--- config.mk ---
export PLATFORM = sky130hd
export DESIGN_NAME = dbg_unit
export DESIGN_NICKNAME = d
export VERILOG_FILES = /design/src/design/dbg_pkg.sv /design/src/design/dbg_unit.sv /design/src/design/dbg_mem_seq.sv /design/src/design/dbg_cpu_ctl.sv /design/src/design/dbg_reg_file.sv /design/src/design/dbg_host_port.sv
export VERILOG_INCLUDE_DIRS = /design/src /design/src/design
export SDC_FILE = /design/constraint.sdc
export NUM_CORES = 1
export LEC_CHECK = 0
export BUFFER_PORTS_ARGS = -buffer_cell sky130_fd_sc_hd__buf_2
export CAP_MARGIN = 25
export CORE_MARGIN = 1.5
export CORE_UTILIZATION = 47
export CTS_CLUSTER_SIZE = 25
export DETAILED_ROUTE_END_ITERATION = 8
export MAX_ROUTING_LAYER = met4
export PLACE_DENSITY = 0.83
export SETUP_SLACK_MARGIN = 0.05
export SYNTH_ARGS = -nofsm -noshare
export SYNTH_HDL_FRONTEND = slang
export SYNTH_SLANG_ARGS = --single-unit
--- constraint.sdc ---
create_clock -name dbg_clk -period 2.6 [get_ports dbg_clk]
set_input_delay 0.13 -clock dbg_clk [delete_from_list [all_inputs] [get_ports dbg_clk]]
set_output_delay 0.13 -clock dbg_clk [all_outputs]
set_load 0.02 [all_outputs]
--- src/design/dbg_params.svh ---
/*
 * Debug unit constants
 * Register map, CPU_CTL / CPU_STAT / MEM_CTL bit positions, break opcode
 */
`ifndef DBG_PARAMS_SVH
`define DBG_PARAMS_SVH

// Register addresses
`define DBG_CPU_ID_LO   6'd0
`define DBG_CPU_ID_HI   6'd1
`define DBG_CPU_CTL     6'd2
`define DBG_CPU_STAT    6'd3
`define DBG_MEM_CTL     6'd4
`define DBG_MEM_ADDR    6'd5
`define DBG_MEM_DATA    6'd6

// CPU_CTL bits
`define DBG_HALT        0
`define DBG_RUN         1
`define DBG_ISTEP       2
`define DBG_SW_BRK_EN   3
`define DBG_FRZ_BRK_EN  4
`define DBG_RST_BRK_EN  5
`define DBG_CPU_RST     6

// CPU_STAT sticky bits
`define DBG_STAT_PUC_PND    2
`define DBG_STAT_SWBRK_PND  3

// MEM_CTL bits
`define DBG_MEM_START   0
`define DBG_MEM_WRITE   1
`define DBG_MEM_REG     2
`define DBG_MEM_BYTE    3

`define DBG_SWBRK_OP    16'h4343  // Software break opcode
`define DBG_CPU_CTL_RST 4'h2      // CPU_CTL[6:3] after reset, freeze on break

`endif
--- src/design/dbg_pkg.sv ---
/*
 * Debug unit types
 * Width typedefs and the memory access FSM encoding
 */
package dbg_pkg;

  //////////////////////////////
  // Widths
  //////////////////////////////
  typedef logic [5:0]  dbg_addr_t;  // Debug register address
  typedef logic [15:0] dbg_word_t;  // Debug data word
  typedef logic [31:0] cpu_id_t;    // CPU identification
  typedef logic [1:0]  mem_wr_t;    // Byte write enables

  //////////////////////////////
  // Memory access FSM
  //////////////////////////////
  typedef enum logic [1:0] {
    M_IDLE       = 2'd0,  // Waiting for start
    M_SET_BRK    = 2'd1,  // Halting a running CPU
    M_ACCESS_BRK = 2'd2,  // Access, then restart CPU
    M_ACCESS     = 2'd3   // Access, CPU already halted
  } mem_state_t;

endpackage

--- src/design/dbg_unit.sv ---
/*
 * Debug unit top
 * Host register port, register file, CPU run control and memory sequencer
 */
`timescale 1ns/1ns

module dbg_unit import dbg_pkg::*; (
  input  logic      dbg_clk,
  input  logic      dbg_rst,
  // Host port
  input  logic      host_req,
  input  logic      host_wr,
  input  dbg_addr_t host_addr,
  input  dbg_word_t host_wdata,
  output logic      host_ack,
  output dbg_word_t host_rdata,
  // CPU status
  input  cpu_id_t   cpu_id,
  input  logic      dbg_halt_st,
  input  logic      cpu_en_s,
  input  logic      dbg_en_s,
  input  logic      puc_pnd_set,
  input  logic      decode_noirq,
  input  dbg_word_t fe_mdb_in,
  input  dbg_word_t dbg_mem_din,
  input  dbg_word_t dbg_reg_din,
  // CPU control and debug bus
  output logic      dbg_halt_cmd,
  output logic      dbg_freeze,
  output logic      dbg_cpu_reset,
  output dbg_word_t dbg_mem_addr,
  output dbg_word_t dbg_mem_dout,
  output logic      dbg_mem_en,
  output mem_wr_t   dbg_mem_wr,
  output logic      dbg_reg_wr
);

  dbg_addr_t reg_addr;
  dbg_word_t reg_wdata, reg_dout, cpu_ctl_rd, cpu_stat_rd;
  dbg_word_t mem_addr, mem_data, rd_data;
  logic      reg_wr, reg_rd, cpu_ctl_wr, cpu_stat_wr;
  logic      mem_start, mem_write, mem_reg, mem_byte;
  logic      rd_capture, mem_busy, mem_halt_cpu, mem_run_cpu;

  dbg_host_port u_host_port (
    .dbg_clk, .dbg_rst, .host_req, .host_wr, .host_addr, .host_wdata,
    .host_ack, .host_rdata, .reg_addr, .reg_wdata, .reg_wr, .reg_rd, .reg_dout
  );

  dbg_reg_file u_reg_file (
    .dbg_clk, .dbg_rst, .reg_addr, .reg_wdata, .reg_wr, .reg_rd, .reg_dout,
    .cpu_id, .cpu_ctl_wr, .cpu_stat_wr, .cpu_ctl_rd, .cpu_stat_rd,
    .mem_start, .mem_write, .mem_reg, .mem_byte, .mem_addr, .mem_data,
    .rd_capture, .rd_data, .mem_busy
  );

  dbg_cpu_ctl u_cpu_ctl (
    .dbg_clk, .dbg_rst, .cpu_ctl_wr, .cpu_stat_wr,
    .wdata        (reg_wdata),
    .cpu_ctl_rd, .cpu_stat_rd, .dbg_halt_st, .cpu_en_s, .dbg_en_s,
    .puc_pnd_set, .decode_noirq, .fe_mdb_in, .mem_halt_cpu, .mem_run_cpu,
    .dbg_halt_cmd, .dbg_freeze, .dbg_cpu_reset
  );

  dbg_mem_seq u_mem_seq (
    .dbg_clk, .dbg_rst, .mem_start, .mem_write, .mem_reg, .mem_byte,
    .mem_addr, .mem_data, .dbg_halt_st, .mem_halt_cpu, .mem_run_cpu,
    .mem_busy, .rd_capture, .rd_data, .dbg_mem_addr, .dbg_mem_dout,
    .dbg_mem_en, .dbg_mem_wr, .dbg_reg_wr, .dbg_mem_din, .dbg_reg_din
  );

endmodule

--- src/design/dbg_mem_seq.sv ---
/*
 * Debug memory sequencer
 * Halts the CPU if needed, does one memory or CPU register access, resumes
 */
`timescale 1ns/1ns

module dbg_mem_seq import dbg_pkg::*; (
  input  logic      dbg_clk,
  input  logic      dbg_rst,
  input  logic      mem_start,
  input  logic      mem_write,
  input  logic      mem_reg,
  input  logic      mem_byte,
  input  dbg_word_t mem_addr,
  input  dbg_word_t mem_data,
  input  logic      dbg_halt_st,
  output logic      mem_halt_cpu,
  output logic      mem_run_cpu,
  output logic      mem_busy,
  output logic      rd_capture,
  output dbg_word_t rd_data,
  output dbg_word_t dbg_mem_addr,
  output dbg_word_t dbg_mem_dout,
  output logic      dbg_mem_en,
  output mem_wr_t   dbg_mem_wr,
  output logic      dbg_reg_wr,
  input  dbg_word_t dbg_mem_din,
  input  dbg_word_t dbg_reg_din
);

  mem_state_t state, state_nxt;
  logic       access;
  logic       reg_rd, mem_rd, mem_rd_dly;
  mem_wr_t    wr_msk;

  always_comb begin
    case (state)
      M_IDLE:       state_nxt = !mem_start ? M_IDLE : dbg_halt_st ? M_ACCESS : M_SET_BRK;
      M_SET_BRK:    state_nxt = dbg_halt_st ? M_ACCESS_BRK : M_SET_BRK;  // Wait for halt
      M_ACCESS_BRK: state_nxt = M_IDLE;
      M_ACCESS:     state_nxt = M_IDLE;
      default:      state_nxt = M_IDLE;
    endcase
  end

  always_ff @(posedge dbg_clk or posedge dbg_rst) begin
    if (dbg_rst) begin
      state      <= M_IDLE;
      mem_rd_dly <= 1'b0;
    end else begin
      state      <= state_nxt;
      mem_rd_dly <= mem_rd;  // Memory answers a cycle late
    end
  end

  assign mem_halt_cpu = (state == M_IDLE) && (state_nxt == M_SET_BRK);
  assign mem_run_cpu  = (state == M_ACCESS_BRK);  // Resume only if we halted it
  assign access       = (state == M_ACCESS) || (state == M_ACCESS_BRK);
  assign mem_busy     = mem_start | (state != M_IDLE) | mem_rd_dly;

  // Bus strobes
  assign dbg_reg_wr = access & mem_reg & mem_write;
  assign reg_rd     = access & mem_reg & ~mem_write;
  assign dbg_mem_en = access & ~mem_reg;
  assign mem_rd     = dbg_mem_en & ~mem_write;

  // Byte lane from address bit 0
  assign wr_msk       = !mem_byte ? 2'b11 : mem_addr[0] ? 2'b10 : 2'b01;
  assign dbg_mem_wr   = {2{dbg_mem_en & mem_write}} & wr_msk;
  assign dbg_mem_addr = mem_addr;
  assign dbg_mem_dout = !mem_byte   ? mem_data :
                        mem_addr[0] ? {mem_data[7:0], 8'h00} : {8'h00, mem_data[7:0]};

  // Read return, byte moved to low lane
  assign rd_capture = reg_rd | mem_rd_dly;
  assign rd_data    = !mem_rd_dly  ? dbg_reg_din :
                      !mem_byte    ? dbg_mem_din :
                      mem_addr[0]  ? {8'h00, dbg_mem_din[15:8]} : {8'h00, dbg_mem_din[7:0]};

endmodule

--- src/design/dbg_cpu_ctl.sv ---
/*
 * CPU run control
 * CPU_CTL / CPU_STAT, halt flag, single step, software break, freeze, reset
 */
`timescale 1ns/1ns
`include "dbg_params.svh"

module dbg_cpu_ctl import dbg_pkg::*; (
  input  logic      dbg_clk,
  input  logic      dbg_rst,
  input  logic      cpu_ctl_wr,
  input  logic      cpu_stat_wr,
  input  dbg_word_t wdata,
  output dbg_word_t cpu_ctl_rd,
  output dbg_word_t cpu_stat_rd,
  input  logic      dbg_halt_st,   // CPU reports halted
  input  logic      cpu_en_s,
  input  logic      dbg_en_s,
  input  logic      puc_pnd_set,
  input  logic      decode_noirq,  // Instruction decode cycle
  input  dbg_word_t fe_mdb_in,     // Fetched opcode
  input  logic      mem_halt_cpu,
  input  logic      mem_run_cpu,
  output logic      dbg_halt_cmd,
  output logic      dbg_freeze,
  output logic      dbg_cpu_reset
);

  logic [6:3] cpu_ctl;   // Enable bits only, 2:0 are commands
  logic [3:2] cpu_stat;  // Sticky pending bits
  logic [1:0] inc_step;  // Step mask shifter
  logic       halt_flag;
  logic       halt_cpu, run_cpu, istep, halt_rst, swbrk, halt_set;

  // Commands only act in the matching run state
  assign halt_cpu = cpu_ctl_wr & wdata[`DBG_HALT]  & ~dbg_halt_st;
  assign run_cpu  = cpu_ctl_wr & wdata[`DBG_RUN]   &  dbg_halt_st;
  assign istep    = cpu_ctl_wr & wdata[`DBG_ISTEP] &  dbg_halt_st;

  assign swbrk    = (fe_mdb_in == `DBG_SWBRK_OP) & decode_noirq & cpu_ctl[`DBG_SW_BRK_EN];
  assign halt_rst = cpu_ctl[`DBG_RST_BRK_EN] & dbg_en_s & puc_pnd_set;  // Break after reset
  assign halt_set = halt_cpu | halt_rst | swbrk | mem_halt_cpu;

  always_ff @(posedge dbg_clk or posedge dbg_rst) begin
    if (dbg_rst) begin
      cpu_ctl   <= `DBG_CPU_CTL_RST;
      cpu_stat  <= 2'b00;
      inc_step  <= 2'b00;
      halt_flag <= 1'b0;
    end else begin
      if (cpu_ctl_wr) begin
        cpu_ctl <= wdata[6:3];
      end
      // Write 1 clears, a new event wins
      cpu_stat <= (cpu_stat & ~(wdata[3:2] & {2{cpu_stat_wr}})) | {swbrk, puc_pnd_set};
      inc_step <= istep ? 2'b11 : {inc_step[0], 1'b0};
      if (run_cpu | mem_run_cpu) begin
        halt_flag <= 1'b0;
      end else if (halt_set) begin
        halt_flag <= 1'b1;
      end
    end
  end

  assign dbg_halt_cmd  = (halt_flag | halt_set) & ~inc_step[1];  // Released 2 cycles on step
  assign dbg_freeze    = dbg_halt_st & (cpu_ctl[`DBG_FRZ_BRK_EN] | ~cpu_en_s);
  assign dbg_cpu_reset = cpu_ctl[`DBG_CPU_RST];

  assign cpu_ctl_rd  = {9'h000, cpu_ctl, 3'b000};
  assign cpu_stat_rd = {12'h000, cpu_stat, 1'b0, dbg_halt_st};

endmodule

--- src/design/dbg_reg_file.sv ---
/*
 * Debug register file
 * Address decode, MEM_CTL / MEM_ADDR / MEM_DATA and the read-back mux
 */
`timescale 1ns/1ns
`include "dbg_params.svh"

module dbg_reg_file import dbg_pkg::*; (
  input  logic      dbg_clk,
  input  logic      dbg_rst,
  input  dbg_addr_t reg_addr,
  input  dbg_word_t reg_wdata,
  input  logic      reg_wr,
  input  logic      reg_rd,
  output dbg_word_t reg_dout,
  input  cpu_id_t   cpu_id,
  output logic      cpu_ctl_wr,
  output logic      cpu_stat_wr,
  input  dbg_word_t cpu_ctl_rd,   // Unmasked CPU_CTL view
  input  dbg_word_t cpu_stat_rd,  // Unmasked CPU_STAT view
  output logic      mem_start,
  output logic      mem_write,
  output logic      mem_reg,
  output logic      mem_byte,
  output dbg_word_t mem_addr,
  output dbg_word_t mem_data,
  input  logic      rd_capture,   // Load MEM_DATA from rd_data
  input  dbg_word_t rd_data,
  input  logic      mem_busy
);

  //////////////////////////////
  // Decode
  //////////////////////////////
  logic [6:0] reg_sel;  // One-hot by address
  logic [6:0] wr_sel;
  logic [6:0] rd_sel;
  logic [3:1] mem_ctl;  // BYTE, REG, WRITE

  assign reg_sel[0] = (reg_addr == `DBG_CPU_ID_LO);
  assign reg_sel[1] = (reg_addr == `DBG_CPU_ID_HI);
  assign reg_sel[2] = (reg_addr == `DBG_CPU_CTL);
  assign reg_sel[3] = (reg_addr == `DBG_CPU_STAT);
  assign reg_sel[4] = (reg_addr == `DBG_MEM_CTL);
  assign reg_sel[5] = (reg_addr == `DBG_MEM_ADDR);
  assign reg_sel[6] = (reg_addr == `DBG_MEM_DATA);

  assign wr_sel = reg_sel & {7{reg_wr}};
  assign rd_sel = reg_sel & {7{reg_rd}};

  assign cpu_ctl_wr  = wr_sel[2];
  assign cpu_stat_wr = wr_sel[3];

  //////////////////////////////
  // Memory access registers
  //////////////////////////////
  always_ff @(posedge dbg_clk or posedge dbg_rst) begin
    if (dbg_rst) begin
      mem_ctl   <= 3'b000;
      mem_start <= 1'b0;
    end else begin
      if (wr_sel[4]) begin
        mem_ctl <= reg_wdata[`DBG_MEM_BYTE:`DBG_MEM_WRITE];
      end
      mem_start <= wr_sel[4] & reg_wdata[`DBG_MEM_START];  // Start bit is not stored
    end
  end

  assign mem_write = mem_ctl[`DBG_MEM_WRITE];
  assign mem_reg   = mem_ctl[`DBG_MEM_REG];
  assign mem_byte  = mem_ctl[`DBG_MEM_BYTE];

  always_ff @(posedge dbg_clk) begin
    if (wr_sel[5]) begin
      mem_addr <= reg_wdata;
    end
    // Host write wins over a returning read
    if (wr_sel[6]) begin
      mem_data <= reg_wdata;
    end else if (rd_capture) begin
      mem_data <= rd_data;
    end
  end

  //////////////////////////////
  // Read-back
  //////////////////////////////
  assign reg_dout = (cpu_id[15:0]                  & {16{rd_sel[0]}})
                  | (cpu_id[31:16]                 & {16{rd_sel[1]}})
                  | (cpu_ctl_rd                    & {16{rd_sel[2]}})
                  | (cpu_stat_rd                   & {16{rd_sel[3]}})
                  | ({12'h000, mem_ctl, mem_busy}  & {16{rd_sel[4]}})  // Bit 0 is busy
                  | (mem_addr                      & {16{rd_sel[5]}})
                  | (mem_data                      & {16{rd_sel[6]}});

endmodule

--- src/design/dbg_host_port.sv ---
/*
 * Debug host port
 * Four-phase req/ack front end, one register access per handshake
 */
`timescale 1ns/1ns

module dbg_host_port import dbg_pkg::*; (
  input  logic      dbg_clk,
  input  logic      dbg_rst,
  input  logic      host_req,    // Held high until ack seen
  input  logic      host_wr,     // 1 write, 0 read
  input  dbg_addr_t host_addr,
  input  dbg_word_t host_wdata,
  output logic      host_ack,
  output dbg_word_t host_rdata,
  output dbg_addr_t reg_addr,
  output dbg_word_t reg_wdata,
  output logic      reg_wr,      // Single-cycle write strobe
  output logic      reg_rd,      // Single-cycle read strobe
  input  dbg_word_t reg_dout
);

  logic req_q;    // Sampled request
  logic acc_stb;  // One access per rising req

  // Fires once, ack blocks repeat until req drops
  assign acc_stb = req_q & ~host_ack;

  always_ff @(posedge dbg_clk or posedge dbg_rst) begin
    if (dbg_rst) begin
      req_q    <= 1'b0;
      host_ack <= 1'b0;
    end else begin
      req_q    <= host_req;
      host_ack <= acc_stb | (host_ack & host_req);  // Falls once req sampled low
    end
  end

  // Read-back word, held through ack
  always_ff @(posedge dbg_clk) begin
    if (acc_stb) begin
      host_rdata <= reg_dout;
    end
  end

  // Host holds addr and data steady during req
  assign reg_addr  = host_addr;
  assign reg_wdata = host_wdata;
  assign reg_wr    = acc_stb & host_wr;
  assign reg_rd    = acc_stb & ~host_wr;

endmodule

==> impl_metrics.ini <==
[drt]
wirelength_mm = 11.3
wl_per_cell_um = 18.1
drc = 0
vias = 3551
ant_nets = 0
drt_pass1_iterations = 5
dr.first_iter.drc_count = 264
vias_per_cell = 5.69

[synthesis]
synth_common_cells = nand2_1, edfxtp_1, nor2_1
postSynthCellCount = 340
ys.flop_type = edfxtp_1
synth_area_leader_cell = edfxtp_1
netlist_area_um2 = 3500
synth-edff-count = 48
synthArstFlopShare_pct = 27.3
ys_seq_elements = 66
yosysMostFrequentCell = nand2_1
syn_nets = 451
yosysWarningCount = 0
yosys.area.top_type_share_pct = 41.2
yosysSeqAreaShare_pct = 54.1
synth_area_leaders = edfxtp_1, dfrtp_1, nand2_1
ys_types = 48
syn_area_per_cell_um2 = 10.3

[timing]
drv_slew = 0
fin_skew_ns = 0.0110
final-setup-viol-count = 0
tns_ns = 0
timing.final.ws_setup_ns = 0.499
hold_viol = 0
fin_crit_sh_pct = 80.8
relSlewSlack_pct = 51.6
rsz0062_at_grt = no
fmax_ghz = 0.476
fin_crit_ns = 2.10
tightest_slew_ns = 0.725

[job]
drv_cap = 0

[run_status]
status = completed

[critical_path]
worstRegToRegCells = 5
start_kind = register
r2r_start = u_host_port.host_ack
rrSetupSlack_ns = 0.61
cp_num_buf_inv = 1
slowest_stage = nand3b_1
path_delay_family = simple AND/OR/NAND/NOR gates
rr_endpoint = u_host_port.host_rdata[8]
required_ns = 2.47
worstPathArrival_ns = 1.97
critPathMaxFanout = 5
endpoint_kind = primary output
critical_path.max_stage_delay_ns = 0.42
critPathKind = reg2out
crit_chain = nand3b_1, nor3_4, a22o_1, a21oi_1, nor2_1, buf_2

[pwr]
p_leak_nw = 2.12
combPwrFrac_pct = 14.8
finalPower_mw = 2.54
switchingPower_mw = 0.672
switching_share_pct = 26.4
ir_worst_vdd_uv = 252
powerDensity_nw_per_um2 = 532
intPower_mw = 1.87
clkPwrFrac_pct = 38.0
p_seq_share_pct = 47.3

[place]
post-dp-hpwl_mm = 8.35
pre_cts_slack_ns = 0.633
gp_congestion = 0.940
dp.cells = 596
io_buffers = 166

[global_routing]
grt_pass1_vias = 3321
grt_use_met3_pct = 5.45
met2_usage_pct = 46.1
grt_overflow = 0
grt_max_degree = 19
antenna_found_initial = 0
grtUsageMet1_pct = 36.4
grt_pass1_wl_mm = 16.6
grt_util_all_layers_pct = 29.2
gr-max-usage-layer = met2

[clocking]
clk_pin_slew_worst_paths_ns = 0.08
postCtsSetupRepairBufs = 0
h-tree-depth = 3
hold_buffers = 12
cts_buffers = 9
clk_path_buf_depth = 2
cts_tree = yes
cts.sinks = 66
postCtsResizedCells = 0
clock_latency_ns = 0.35
cts_root_buffer = clkbuf_8

[hold_path]
min_path_type = in2reg
hold_depth = 1
min_to = u_reg_file.mem_addr[6]
worstHoldStart = host_wdata[6]

[floorplan]
rows = 31
die_y_um = 89.3
coreArea_um2 = 7210
die_x_um = 89.3
io_pins = 167
dieArea_um2 = 7980
initial_core_util_pct = 48.5

[layout]
diodes = 0
final_nets = 631
drive_above_1_share_pct = 40.6
instances_no_fill = 624
n_fill_cell = 596
area_growth_pct = 36.7
[flip-flops by register name, indices dropped and copies added, names as in the netlist]
name and flops:
u_host_port.req_q 1, u_cpu_ctl.halt_flag 1, u_reg_file.mem_ctl 3, u_reg_file.mem_start 1, u_reg_file.mem_data 16, u_mem_seq.mem_rd_dly 1
u_host_port.host_ack 1, u_cpu_ctl.cpu_ctl 4, u_mem_seq.state 2, u_host_port.host_rdata 16, u_reg_file.mem_addr 16, u_cpu_ctl.cpu_stat 2
u_cpu_ctl.inc_step 2
[through the flow]
| step | hold WS, ns | utilization [%] | instance area [um2] |
|---|---|---|---|
| finish | 0.00910 | 66.3 | 4780 |
| global route | 0.00592 | 66.3 | 4780 |
| CTS | 0.0000270 | 66.3 | 4780 |
| detailed placement | 0.266 | 61.6 | 4450 |
| global placement | 0.249 | 61.6 | 4450 |
| floorplan | 0.0678 | - | 3500 |
[kinds of logic (layout without fill, tap and decap cells)]
group                  count (synthesis)  after routing  synth area share, %
AND/OR/NAND/NOR                      143            143                 20.9
AO/OA/AOI/OAI                         86             86                 17.4
flip-flops                            66             66                 54.1
buffers and inverters                 34            219                 4.18
multiplexers                          11             11                 3.40
[routing by layer]
layer | vias up | wire length, um
met5 | - | 0
met1 | 1664 | 4300
met2 | 220 | 5550
li1 | 1624 | -
met3 | 43 | 992
met4 | 0 | 431
[power groups by stage]
stage / Clock (mW) / Sequential (mW) / Combinational (mW)
finish: 0.965 / 1.20 / 0.375
global placement: 0 / 1.22 / 0.346
CTS: 0.961 / 1.20 / 0.371
detailed placement: 0 / 1.23 / 0.355
global route: 1.01 / 1.21 / 0.407
floorplan: 0 / 1.24 / 0.160
[layout by cell type, fill, tap and decap left out, types with 8 or more instances in the layout]
cell type	n
nand2_1	57
a22oi_1	23
inv_1	14
and2_1	11
dfrtp_1	17
nand3_1	14
buf_4	10
a221oi_1	8
buf_2	166
o21ai_0	19
clkbuf_8	9
o211ai_1	9
nor2_1	29
dlygate4sd3_1	12
edfxtp_1	48
[worst max path at each step]
| stage | startpoint | end | slack (ns) | depth (start not counted) |
|---|---|---|---|---|
| 4_1_cts | u_host_port.host_ack | dbg_halt_cmd | 0.50 | 6 |
| 3_5_place_dp | host_addr[3] | u_reg_file.mem_data[11] | 0.63 | 5 |
| 5_1_grt | u_host_port.host_ack | dbg_halt_cmd | 0.38 | 6 |
| 2_1_floorplan | u_host_port.host_ack | u_reg_file.mem_data[0] | 0.33 | 4 |
| 3_3_place_gp | u_host_port.host_ack | u_host_port.host_rdata[15] | 0.70 | 5 |
| 6_report | u_host_port.host_ack | dbg_halt_cmd | 0.50 | 6 |
[cell type report]
cell class | instances | area (um2) | share of cell area, %
clock buffer | 9 | 124 | 2.59
clock inverter | 7 | 93.8 | 1.96
inverter | 15 | 56.3 | 1.18
multi-input combinational | 240 | 1470 | 30.7
sequential | 66 | 1890 | 39.6
tap | 99 | 124 | 2.59
timing repair buffer | 188 | 1030 | 21.4
No activity file was read; power rests on OpenSTA's default activity.
